### config.mk
export PLATFORM = sky130hd
export DESIGN_NAME = fp_dis_top
export DESIGN_NICKNAME = d
export VERILOG_FILES = /design/src/fp_dis_pkg.sv /design/src/fp_dis_top.sv /design/src/fp_wbt.sv /design/src/fp_gpr.sv /design/src/fp_dis_dp.sv /design/src/fp_dis_ctrl.sv /design/src/fp_split_buf.sv
export VERILOG_INCLUDE_DIRS = /design/src /design/src/src
export SDC_FILE = /design/constraint.sdc
export NUM_CORES = 2
export LEC_CHECK = 0
export BUFFER_PORTS_ARGS = -buffer_cell sky130_fd_sc_hd__buf_2
export CAP_MARGIN = 20
export CORE_MARGIN = 10
export CORE_UTILIZATION = 45
export CTS_CLUSTER_SIZE = 14
export DETAILED_ROUTE_END_ITERATION = 10
export MAX_ROUTING_LAYER = met4
export PLACE_DENSITY = 0.65
export RECOVER_POWER = 50
export SYNTH_ARGS = -nofsm -noshare
export SYNTH_HDL_FRONTEND = slang
export SYNTH_SLANG_ARGS = --single-unit
export TNS_END_PERCENT = 10
### constraint.sdc
create_clock -name forever_cpuclk -period 15.87 [get_ports forever_cpuclk]
set_input_delay 2.3805 -clock forever_cpuclk [delete_from_list [all_inputs] [get_ports forever_cpuclk]]
set_output_delay 2.3805 -clock forever_cpuclk [all_outputs]
set_load 0.05 [all_outputs]
### src/fp_dis_defines.svh
// FP dispatch widths and fields
`ifndef FP_DIS_DEFINES_SVH
`define FP_DIS_DEFINES_SVH

//==========================================================
// Widths and register count
//==========================================================
`define FP_DIS_DATA_W       64
`define FP_DIS_REG_W        5
`define FP_DIS_NUM_REGS     32
`define FP_DIS_FUNC_W       8
`define FP_DIS_INST_W       32

//==========================================================
// Instruction word fields
//==========================================================
`define FP_DIS_FUNC_LSB     0
`define FP_DIS_DST_LSB      8
`define FP_DIS_SRC0_LSB     13
`define FP_DIS_SRC1_LSB     18
`define FP_DIS_SRC2_LSB     23

// Valid flags in the top nibble
`define FP_DIS_DST_VLD_BIT  28
`define FP_DIS_SRC0_VLD_BIT 29
`define FP_DIS_SRC1_VLD_BIT 30
`define FP_DIS_SRC2_VLD_BIT 31

`endif
### src/fp_dis_pkg.sv
// FP dispatch types
`default_nettype none

`include "fp_dis_defines.svh"

package fp_dis_pkg;

  //==========================================================
  // Datapath types
  //==========================================================
  // Operand or result
  typedef logic [`FP_DIS_DATA_W-1:0] fp_data_t;

  // Register index
  typedef logic [`FP_DIS_REG_W-1:0] fp_reg_t;

  // Function code handed to the execution unit
  typedef logic [`FP_DIS_FUNC_W-1:0] fp_func_t;

  // Compact instruction word from the decoder
  typedef logic [`FP_DIS_INST_W-1:0] fp_inst_t;

  //==========================================================
  // Control types
  //==========================================================
  // One pending bit per register
  typedef logic [`FP_DIS_NUM_REGS-1:0] fp_pend_t;

  // One flag per source, index 0 to 2
  typedef logic [2:0] fp_src_flags_t;

endpackage

`default_nettype wire

### src/fp_dis_top.sv
// FP dispatch top level
`timescale 1ns/1ps
`default_nettype none

module fp_dis_top (
  input  logic                 forever_cpuclk,
  input  logic                 reset,
  // Decoder
  input  logic                 inst_vld,
  input  fp_dis_pkg::fp_inst_t inst,
  // Execution unit
  input  logic                 vex_stall,
  input  logic                 fwd_vld,
  input  fp_dis_pkg::fp_reg_t  fwd_reg,
  input  fp_dis_pkg::fp_data_t fwd_data,
  input  logic                 wb_vld,
  input  fp_dis_pkg::fp_reg_t  wb_reg,
  input  fp_dis_pkg::fp_data_t wb_data,
  // Retire
  input  logic                 flush,
  // Status
  output logic                 full,
  output logic                 no_op,
  // Issue to the execution unit
  output logic                 issue_vld,
  output fp_dis_pkg::fp_func_t issue_func,
  output logic                 issue_dst_vld,
  output fp_dis_pkg::fp_reg_t  issue_dst_reg,
  output fp_dis_pkg::fp_data_t issue_src0_data,
  output fp_dis_pkg::fp_data_t issue_src1_data,
  output fp_dis_pkg::fp_data_t issue_src2_data
);

  import fp_dis_pkg::*;

  logic          entry_vld;
  fp_inst_t      entry_inst;
  fp_reg_t       src0_reg;
  fp_reg_t       src1_reg;
  fp_reg_t       src2_reg;
  fp_src_flags_t src_vld;
  fp_src_flags_t src_bypass;
  fp_src_flags_t src_pend;
  fp_data_t      src0_rdata;
  fp_data_t      src1_rdata;
  fp_data_t      src2_rdata;
  logic          table_empty;

  //==========================================================
  // Instruction holding buffer
  //==========================================================
  fp_split_buf u_split (
    .forever_cpuclk (forever_cpuclk),
    .reset          (reset),
    .flush          (flush),
    .inst_vld       (inst_vld),
    .inst           (inst),
    .issue_vld      (issue_vld),
    .entry_vld      (entry_vld),
    .entry_inst     (entry_inst)
  );

  //==========================================================
  // Decode and bypass
  //==========================================================
  fp_dis_dp u_dp (
    .entry_inst (entry_inst),
    .src0_rdata (src0_rdata),
    .src1_rdata (src1_rdata),
    .src2_rdata (src2_rdata),
    .fwd_vld    (fwd_vld),
    .fwd_reg    (fwd_reg),
    .fwd_data   (fwd_data),
    .wb_vld     (wb_vld),
    .wb_reg     (wb_reg),
    .wb_data    (wb_data),
    .src0_reg   (src0_reg),
    .src1_reg   (src1_reg),
    .src2_reg   (src2_reg),
    .src_vld    (src_vld),
    .src_bypass (src_bypass),
    .dst_vld    (issue_dst_vld),
    .dst_reg    (issue_dst_reg),
    .func       (issue_func),
    .src0_data  (issue_src0_data),
    .src1_data  (issue_src1_data),
    .src2_data  (issue_src2_data)
  );

  //==========================================================
  // Register file and write-back table
  //==========================================================
  fp_gpr u_gpr (
    .forever_cpuclk (forever_cpuclk),
    .src0_reg       (src0_reg),
    .src1_reg       (src1_reg),
    .src2_reg       (src2_reg),
    .wb_vld         (wb_vld),
    .wb_reg         (wb_reg),
    .wb_data        (wb_data),
    .src0_rdata     (src0_rdata),
    .src1_rdata     (src1_rdata),
    .src2_rdata     (src2_rdata)
  );

  fp_wbt u_wbt (
    .forever_cpuclk (forever_cpuclk),
    .reset          (reset),
    .flush          (flush),
    .issue_vld      (issue_vld),
    .dst_vld        (issue_dst_vld),
    .dst_reg        (issue_dst_reg),
    .wb_vld         (wb_vld),
    .wb_reg         (wb_reg),
    .src0_reg       (src0_reg),
    .src1_reg       (src1_reg),
    .src2_reg       (src2_reg),
    .src_pend       (src_pend),
    .table_empty    (table_empty)
  );

  //==========================================================
  // Issue control
  //==========================================================
  fp_dis_ctrl u_ctrl (
    .entry_vld   (entry_vld),
    .vex_stall   (vex_stall),
    .src_vld     (src_vld),
    .src_pend    (src_pend),
    .src_bypass  (src_bypass),
    .table_empty (table_empty),
    .issue_vld   (issue_vld),
    .full        (full),
    .no_op       (no_op)
  );

endmodule

`default_nettype wire

### src/fp_wbt.sv
// FP write-back table
`timescale 1ns/1ps
`default_nettype none

module fp_wbt (
  input  logic                      forever_cpuclk,
  input  logic                      reset,
  input  logic                      flush,
  input  logic                      issue_vld,
  input  logic                      dst_vld,
  input  fp_dis_pkg::fp_reg_t       dst_reg,
  input  logic                      wb_vld,
  input  fp_dis_pkg::fp_reg_t       wb_reg,
  input  fp_dis_pkg::fp_reg_t       src0_reg,
  input  fp_dis_pkg::fp_reg_t       src1_reg,
  input  fp_dis_pkg::fp_reg_t       src2_reg,
  output fp_dis_pkg::fp_src_flags_t src_pend,
  output logic                      table_empty
);

  import fp_dis_pkg::*;

  fp_pend_t pend_q;
  fp_pend_t set_mask;
  fp_pend_t clr_mask;

  //==========================================================
  // Update masks
  //==========================================================
  // Issued destination becomes pending
  assign set_mask = (issue_vld && dst_vld) ? (fp_pend_t'(1) << dst_reg) : '0;

  // Returning result releases its register
  assign clr_mask = wb_vld ? (fp_pend_t'(1) << wb_reg) : '0;

  //==========================================================
  // Pending vector
  //==========================================================
  // Set is applied after clear, so a new owner of the
  // same register keeps it pending
  always_ff @(posedge forever_cpuclk) begin
    if (reset) begin
      pend_q <= '0;
    end else if (flush) begin
      pend_q <= '0;
    end else begin
      pend_q <= (pend_q & ~clr_mask) | set_mask;
    end
  end

  //==========================================================
  // Lookup
  //==========================================================
  assign src_pend[0] = pend_q[src0_reg];
  assign src_pend[1] = pend_q[src1_reg];
  assign src_pend[2] = pend_q[src2_reg];

  // Nothing left in flight
  assign table_empty = (pend_q == '0);

endmodule

`default_nettype wire

### src/fp_gpr.sv
// FP register file
`timescale 1ns/1ps
`default_nettype none

`include "fp_dis_defines.svh"

module fp_gpr (
  input  logic                 forever_cpuclk,
  input  fp_dis_pkg::fp_reg_t  src0_reg,
  input  fp_dis_pkg::fp_reg_t  src1_reg,
  input  fp_dis_pkg::fp_reg_t  src2_reg,
  input  logic                 wb_vld,
  input  fp_dis_pkg::fp_reg_t  wb_reg,
  input  fp_dis_pkg::fp_data_t wb_data,
  output fp_dis_pkg::fp_data_t src0_rdata,
  output fp_dis_pkg::fp_data_t src1_rdata,
  output fp_dis_pkg::fp_data_t src2_rdata
);

  import fp_dis_pkg::*;

  fp_data_t regs [`FP_DIS_NUM_REGS];

  //==========================================================
  // Write port
  //==========================================================
  // Result lands at the edge, visible to reads one cycle later
  always_ff @(posedge forever_cpuclk) begin
    if (wb_vld) begin
      regs[wb_reg] <= wb_data;
    end
  end

  //==========================================================
  // Read ports
  //==========================================================
  // Asynchronous, no internal write-through
  // Same-cycle write data reaches dispatch through the dp bypass
  assign src0_rdata = regs[src0_reg];
  assign src1_rdata = regs[src1_reg];
  assign src2_rdata = regs[src2_reg];

endmodule

`default_nettype wire

### src/fp_dis_dp.sv
// FP dispatch datapath
`timescale 1ns/1ps
`default_nettype none

`include "fp_dis_defines.svh"

module fp_dis_dp (
  input  fp_dis_pkg::fp_inst_t      entry_inst,
  input  fp_dis_pkg::fp_data_t      src0_rdata,
  input  fp_dis_pkg::fp_data_t      src1_rdata,
  input  fp_dis_pkg::fp_data_t      src2_rdata,
  input  logic                      fwd_vld,
  input  fp_dis_pkg::fp_reg_t       fwd_reg,
  input  fp_dis_pkg::fp_data_t      fwd_data,
  input  logic                      wb_vld,
  input  fp_dis_pkg::fp_reg_t       wb_reg,
  input  fp_dis_pkg::fp_data_t      wb_data,
  output fp_dis_pkg::fp_reg_t       src0_reg,
  output fp_dis_pkg::fp_reg_t       src1_reg,
  output fp_dis_pkg::fp_reg_t       src2_reg,
  output fp_dis_pkg::fp_src_flags_t src_vld,
  output fp_dis_pkg::fp_src_flags_t src_bypass,
  output logic                      dst_vld,
  output fp_dis_pkg::fp_reg_t       dst_reg,
  output fp_dis_pkg::fp_func_t      func,
  output fp_dis_pkg::fp_data_t      src0_data,
  output fp_dis_pkg::fp_data_t      src1_data,
  output fp_dis_pkg::fp_data_t      src2_data
);

  import fp_dis_pkg::*;

  fp_reg_t       src_reg [3];
  fp_data_t      rdata   [3];
  fp_data_t      op_data [3];
  fp_src_flags_t fwd_hit;
  fp_src_flags_t wb_hit;

  //==========================================================
  // Field decode
  //==========================================================
  assign func    = entry_inst[`FP_DIS_FUNC_LSB +: `FP_DIS_FUNC_W];
  assign dst_reg = entry_inst[`FP_DIS_DST_LSB +: `FP_DIS_REG_W];
  assign dst_vld = entry_inst[`FP_DIS_DST_VLD_BIT];

  assign src_reg[0] = entry_inst[`FP_DIS_SRC0_LSB +: `FP_DIS_REG_W];
  assign src_reg[1] = entry_inst[`FP_DIS_SRC1_LSB +: `FP_DIS_REG_W];
  assign src_reg[2] = entry_inst[`FP_DIS_SRC2_LSB +: `FP_DIS_REG_W];

  assign src_vld = {entry_inst[`FP_DIS_SRC2_VLD_BIT],
                    entry_inst[`FP_DIS_SRC1_VLD_BIT],
                    entry_inst[`FP_DIS_SRC0_VLD_BIT]};

  assign src0_reg = src_reg[0];
  assign src1_reg = src_reg[1];
  assign src2_reg = src_reg[2];

  assign rdata[0] = src0_rdata;
  assign rdata[1] = src1_rdata;
  assign rdata[2] = src2_rdata;

  //==========================================================
  // Bypass match and operand select
  //==========================================================
  // Forward port is the younger result, so it wins over write-back
  always_comb begin
    for (int i = 0; i < 3; i++) begin
      fwd_hit[i] = fwd_vld && (fwd_reg == src_reg[i]);
      wb_hit[i]  = wb_vld && (wb_reg == src_reg[i]);
      if (fwd_hit[i]) begin
        op_data[i] = fwd_data;
      end else if (wb_hit[i]) begin
        op_data[i] = wb_data;
      end else begin
        op_data[i] = rdata[i];
      end
    end
  end

  assign src_bypass = fwd_hit | wb_hit;

  assign src0_data = op_data[0];
  assign src1_data = op_data[1];
  assign src2_data = op_data[2];

endmodule

`default_nettype wire

### src/fp_dis_ctrl.sv
// FP dispatch control
`timescale 1ns/1ps
`default_nettype none

module fp_dis_ctrl (
  input  logic                      entry_vld,
  input  logic                      vex_stall,
  input  fp_dis_pkg::fp_src_flags_t src_vld,
  input  fp_dis_pkg::fp_src_flags_t src_pend,
  input  fp_dis_pkg::fp_src_flags_t src_bypass,
  input  logic                      table_empty,
  output logic                      issue_vld,
  output logic                      full,
  output logic                      no_op
);

  import fp_dis_pkg::*;

  fp_src_flags_t src_wait;
  logic          dep_stall;

  //==========================================================
  // Dependency stall
  //==========================================================
  // A used source still waits when its register is pending
  // and neither result port carries it this cycle
  assign src_wait  = src_vld & src_pend & ~src_bypass;
  assign dep_stall = |src_wait;

  //==========================================================
  // Issue
  //==========================================================
  always_comb begin
    issue_vld = 1'b0;
    if (entry_vld && !vex_stall && !dep_stall) begin
      issue_vld = 1'b1;
    end
  end

  //==========================================================
  // Status
  //==========================================================
  // Back-pressure to the decoder
  // Slot frees up in the same cycle it issues
  assign full = entry_vld && !issue_vld;

  // Idle
  assign no_op = !entry_vld && table_empty;

endmodule

`default_nettype wire

### src/fp_split_buf.sv
// FP dispatch split buffer
`timescale 1ns/1ps
`default_nettype none

module fp_split_buf (
  input  logic                 forever_cpuclk,
  input  logic                 reset,
  input  logic                 flush,
  input  logic                 inst_vld,
  input  fp_dis_pkg::fp_inst_t inst,
  input  logic                 issue_vld,
  output logic                 entry_vld,
  output fp_dis_pkg::fp_inst_t entry_inst
);

  logic load_en;

  //==========================================================
  // Accept
  //==========================================================
  // Room when the slot is empty or leaves this cycle
  assign load_en = inst_vld && (!entry_vld || issue_vld);

  //==========================================================
  // Entry valid
  //==========================================================
  always_ff @(posedge forever_cpuclk) begin
    if (reset) begin
      entry_vld <= 1'b0;
    end else if (flush) begin
      entry_vld <= 1'b0;
    end else if (load_en) begin
      entry_vld <= 1'b1;
    end else if (issue_vld) begin
      entry_vld <= 1'b0;
    end
  end

  //==========================================================
  // Entry payload
  //==========================================================
  // Word only matters while entry_vld is set
  always_ff @(posedge forever_cpuclk) begin
    if (load_en) begin
      entry_inst <= inst;
    end
  end

endmodule

`default_nettype wire

=== Yosys cells after proc, flatten, opt, wreduce, memory -nomap -nowiden ===
Memory sizes are Yosys's and may differ from the RTL's. A register that Yosys moved wholly into a read port is not among the register bits.
Cells that the tools add are included.

* Input port bits: 177
* Memory bits (writable): 2048
* Logic and storage cells: 65
* Memories kept: 1
* Register bits after elaboration: 65
* Output and inout port bits: 209

{| class="wikitable"
|+ Memories
! memory !! depth !! width !! rd ports !! clocked after Yosys merged registers in !! wr ports !! RTL line !! source
|-
| u_gpr.regs || 32 || 64 || 3 || 3 || 1 || fp_gpr.sv:22 || <nowiki>fp_data_t regs [`FP_DIS_NUM_REGS];</nowiki>
|}

* Magnitude comparators: 3
* Shift operators: 2
* Bitwise gates (word level): 7
* Equality and inequality tests: 6
* Muxes and demuxes: 22
* Reduce and logical (&&, ||, !) cells: 21

{| class="wikitable"
|+ Operator list
! cell !! count
|-
| 64-bit 2-to-1 mux || 6
|-
| 32-bit 2-to-1 mux || 2
|-
| 1-bit by 5-bit << shifter with 32-bit output (first input constant) || 2
|-
| 32-bit bitwise AND || 1
|-
| 32-bit zero test || 1
|-
| 32-bit inverter || 1
|-
| 32-bit OR || 1
|-
| 5-bit == test || 6
|-
| 5-bit by 6-bit < comparator with 1-bit output (second input constant) || 3
|-
| 1-bit binary-select mux with 5-bit select || 3
|-
| 5-bit 2-to-1 mux || 3
|-
| 1-bit logical AND || 12
|-
| 1-bit 2-to-1 mux || 8
|-
| 3-bit bitwise AND || 2
|-
| 1-bit zero test || 4
|-
| 3-bit inverter || 1
|-
| 3-bit OR || 1
|-
| 3-bit OR reduction || 1
|-
| 2-bit nonzero test || 1
|-
| 2-bit OR reduction || 1
|-
| 1-bit logical OR || 1
|}

=== Longest topological paths before layout ===
* Depth in word-level cells: 12
* Depth in mapped cells: 11
* Depth with buffers taken out: 7

=== Cells and area by module ===
Synthesis repeated with hierarchy kept, for this count alone.

* Cells, all modules: 6639
* Area total of the unflattened synthesis: 119674.8 um^2

{| class="wikitable"
|+ Modules (own cells, without submodules)
! module !! sequential area each (um^2) !! instances !! cells each !! area an instance (um^2)
|-
| fp_gpr || 61499.0 || 1 || 5221 || 110409.6
|-
| fp_dis_dp || 0.0 || 1 || 1066 || 5804.3
|-
| fp_wbt || 640.6 || 1 || 307 || 2384.8
|-
| fp_split_buf || 980.9 || 1 || 37 || 1018.5
|-
| fp_dis_ctrl || 0.0 || 1 || 8 || 57.6
|}

=== Worst setup path after synthesis ===
Ideal clock, no wire load.

* Path kind: input to register
* From: in wb_reg[3]
* To: reg u_wbt.pend_q[8]
* Path buffers: 1
* Data arrival time: 9.571 ns
* Setup time: 0.132 ns
* Slack: 6.167 ns
* Cell stages on the path: 5
* Required time: 15.738 ns
* Cell sequence: clkbuf_1 -> nand3b_1 -> nor4_1 -> nand3b_1 -> o21ai_0

* Word-level cells in the longest chain between the ends: 12
* Elaborated cells between the ends (all ways): 20
* Those cells by class: 3 x eq/ne; 1 x shift; 3 x mux; 6 x bitwise; 7 x reduce/logical

{| class="wikitable"
|+ Ends and longest elaborated chain
! what !! RTL line !! source
|-
| from (decl) || fp_dis_top.sv:17 || <nowiki>input fp_dis_pkg::fp_reg_t wb_reg,</nowiki>
|-
| 5-bit == test || fp_dis_dp.sv:69 || <nowiki>wb_hit[i] = wb_vld && (wb_reg == src_reg[i]);</nowiki>
|-
| 1-bit logical AND || fp_dis_dp.sv:69 ||
|-
| 3-bit OR || fp_dis_dp.sv:80 || <nowiki>assign src_bypass = fwd_hit | wb_hit;</nowiki>
|-
| 3-bit inverter || fp_dis_ctrl.sv:27 || <nowiki>assign src_wait = src_vld & src_pend & ~src_bypass;</nowiki>
|-
| 3-bit bitwise AND || fp_dis_ctrl.sv:27 ||
|-
| 3-bit OR reduction || fp_dis_ctrl.sv:28 || <nowiki>assign dep_stall = |src_wait;</nowiki>
|-
| 1-bit zero test || fp_dis_ctrl.sv:35 || <nowiki>if (entry_vld && !vex_stall && !dep_stall) begin</nowiki>
|-
| 1-bit logical AND || fp_dis_ctrl.sv:35 ||
|-
| 1-bit 2-to-1 mux || fp_dis_ctrl.sv:35 ||
|-
| 1-bit logical AND || fp_wbt.sv:31 || <nowiki>assign set_mask = (issue_vld && dst_vld) ? (fp_pend_t'(1) << dst_reg) : '0;</nowiki>
|-
| 32-bit 2-to-1 mux || fp_wbt.sv:31 ||
|-
| 32-bit OR (*) || fp_wbt.sv:47 || <nowiki>pend_q <= (pend_q & ~clr_mask) | set_mask;</nowiki>
|-
| to (signal assigned) || fp_wbt.sv:47 ||
|-
| to (decl) || fp_wbt.sv:23 || <nowiki>fp_pend_t pend_q;</nowiki>
|}

Mark *: on every way between the ends. The rest lies on a longest branch, timed or not.
A chain may end at the register's enable or synchronous reset.

=== Worst setup path in the final report ===
* From: in wb_reg[2]
* To: mem u_gpr.regs[6][38] (netlist name) (enable)

{| class="wikitable"
|+ RTL lines
! what !! RTL line
|-
| to (decl) || fp_gpr.sv:22
|}

No word-level cell before the write port.

==> qor.txt <==
Detailed Place HPWL: 203.0 mm
Ys flop type: edfxtp_1
Max-cap violations: 31
Cell Pwr Density: 119.3 nW/um^2
Inserted Clock Buffers: 226
Count leader, synth: edfxtp_1
Router iterations before antenna repair: 5
Post-synthesis sequential area ratio: 54.21%
Largest area contributor in the netlist: edfxtp_1
Worst clock skew: 0.02638 ns
Routed WL per cell: 40.06 um
Final worst-path cycle share: 62.20%
CP arrival: 10.06 ns
Flop-to-flop setup slack: 11.90 ns
Die Area: 280800 um^2
Layout Cells excl Fill: 9700
CTS tree: yes
Cts-stage hold buffer count: 0
Most used cell, CP: clkbuf_1
Worst hold slack: 0.5398 ns
Area of the core: 259200 um^2
Maximum VDD drop: 0.0001209 V
Post-synth top cells: 2080 x edfxtp_1, 1912 x mux4_2, 321 x clkbuf_1
First-pass GRT wire length: 547.5 mm
Min-delay src: u_wbt.pend_q[20]
Status: complete, but fails checks
Port bufs: 385
Hold Path End: u_wbt.pend_q[20]
Synth top area share: 53.39%
Static Leakage: 40.73 nW
# clock sinks: 2128
Slowest CP cell: clkbuf_1
Crit. End Element: flop
Layout cell share with drive strength beyond 1: 44.26%
Final setup fails: 0
Layout Nets: 6265
Die W: 529.9 um
Worst-skew pair later-pin latency: 0.89 ns
Final Hold Viols: 0
Crit Path Class: in2reg
Distinct cell type count after synthesis: 53
Initial drt markers: 10190
Antenna-violating nets left: 0
CP Cell Sequence: clkbuf_1 -> nand2_1 -> nor2_4 -> clkbuf_1
WP data required: 16.06 ns
Post-synth EDFFs: 2080
Worst r2r src: u_split.entry_inst[13]
Grt ovf: 0
Clk buf depth: 3
Hold Path Stages: 2
Violated checks: max-capacitance violations, max-slew violations
Mapped cell area: 117000 um^2
Setup TNS: 0 ns
Site Rows: 187
CP max stage delay: 5.97 ns
Worst-margin pin slew: 9.064 ns
Worst Reg2Reg Path Length in Cells: 8
Synth top area cells: edfxtp_1 53%, mux4_2 37%, mux2i_1 1.9%, o21ai_0 1.4%, clkbuf_1 1.0%
I/O pins: 386
Final WL: 388.6 mm
Post-cts gate resize count: 0
CP Launch Type: primary input
Antenna violations before repair: 20
CTS clk-pin slew, worst paths: 0.06 ns
Max-slew headroom: -504.3%
CTS H-tree depth: 4
Vias in the first global route: 72100
Avg Cell Area, Syn: 19.77 um^2
Area grow syn2layout: 11.05%
CP max FO: 64
Fmax: 101.3 MHz
Clock root buffer: clkbuf_16
Final min period: 9.871 ns
Hold WC Path Type: reg2reg
RD Place Congestion: 0.8251
Post-DR vias/cell: 7.295
Yosys warnings: 0
Post-Syn Nets: 6094
Die Span Y: 529.9 um
DP Cell Count: 9259
Synth Instances: 5917
DRC viols: 0
Unrepaired setup endpoints after global routing: false
Slew Viols, Final: 1028
Asr flop ratio synth: 0%
Register bit count reported by yosys: 2128
Via Count: 70760
Largest net degree at the start of global routing: 130
Setup Buffers After CTS: 0
Starting Density: 45.13%
Total Routing Usage GR: 28.11%
layout by cell type (no fill, tap or decap), types with 28 or more instances in the layout:
| cell type | count |
|---|---|
| nor2_1 | 28 |
| a211oi_1 | 41 |
| buf_4 | 113 |
| mux4_2 | 1912 |
| nor2b_1 | 32 |
| edfxtp_1 | 2080 |
| a21o_1 | 62 |
| buf_12 | 28 |
| clkinv_2 | 48 |
| clkinv_1 | 60 |
| clkbuf_1 | 119 |
| nand2_1 | 270 |
| buf_2 | 306 |
| dfxtp_1 | 33 |
| a21oi_1 | 85 |
| o21ai_0 | 318 |
| mux2i_1 | 221 |
| clkbuf_16 | 227 |
area by class of cell:
cell class                      instances  area [um^2]
Inverter                                4        15.01
Sequential cell                      2128        63480
Antenna cell                           12        30.03
Fill cell                           20670       129300
Tap cell                             3402         4257
Clock buffer                          263         5816
Clock inverter                        163         1594
Multi-Input combinational cell       3194        51380
Timing Repair Buffer                  534         3346
sequential cells by signal, indices dropped and copies added, names as in the netlist, named ones only:
name / cells
u_gpr.regs: 2048
u_wbt.pend_q: 32
u_split.entry_inst: 32
u_split.entry_vld: 1
critical path, delay by kind of cell:
kind	cells	cell delay, ns
simple gates	2	0.66
buf+inv	2	6.84
worst max-delay path by stage:
stage | endpoint | start | slack [ns]
2_1_floorplan | u_wbt.pend_q[8] | wb_reg[3] | 6.17
3_3_place_gp | issue_src2_data[29] | wb_reg[2] | 6.89
3_5_place_dp | issue_src2_data[41] | wb_reg[2] | 7.69
4_1_cts | issue_src2_data[23] | flop | 6.92
5_1_grt | u_gpr.regs[6][33] | wb_reg[2] | 6.14
6_report | u_gpr.regs[6][38] | wb_reg[2] | 6.00
where the power goes:
| part | internal, mW | total [mW] | leakage (nW) | switching (mW) |
|---|---|---|---|---|
| clock network | 3.03 | 5.35 | 3.63 | 2.32 |
| logic | 1.55 | 3.74 | 17.9 | 2.19 |
| registers | 6.26 | 6.41 | 19.2 | 0.158 |
| total | 10.8 | 15.5 | 40.7 | 4.67 |
per-layer routing:
metal  share of wire (%)  vias up  global-route usage, %  routed length (um)
met5                   0        -                      -                   0
met3                  11      875                  5.959               42400
li1                    -    26730                      -                   -
met4                 4.2        0                  10.07               16410
met2                  48     4918                  44.33              188000
met1                  36    38240                  36.43              141800
per-stage QoR:
stage / utilization [%] / instance area (um^2) / power [mW] / worst slack (ns)
floorplan: - / 117000 / 9.140 / 6.167
global placement: 47.27 / 122500 / 10.26 / 6.894
detailed placement: 47.28 / 122600 / 10.27 / 7.688
CTS: 50.13 / 130000 / 15.56 / 6.917
global route: 50.11 / 129900 / 16.00 / 6.139
finish: 50.11 / 129900 / 15.50 / 5.999
cell families (layout without fill, tap and decap cells):
kind of cell,after synthesis,in the layout,share of synthesized area (%)
AO/OA/AOI/OAI,554,554,2.753
XOR/XNOR,30,30,0.2246
buffers and inverters,595,964,2.075
flip-flops,2128,2128,54.21
multiplexers,2159,2159,38.98
other,0,12,0
AND/OR/NAND/NOR,451,451,1.758
Note: power is estimated with default switching activity, not from simulation.
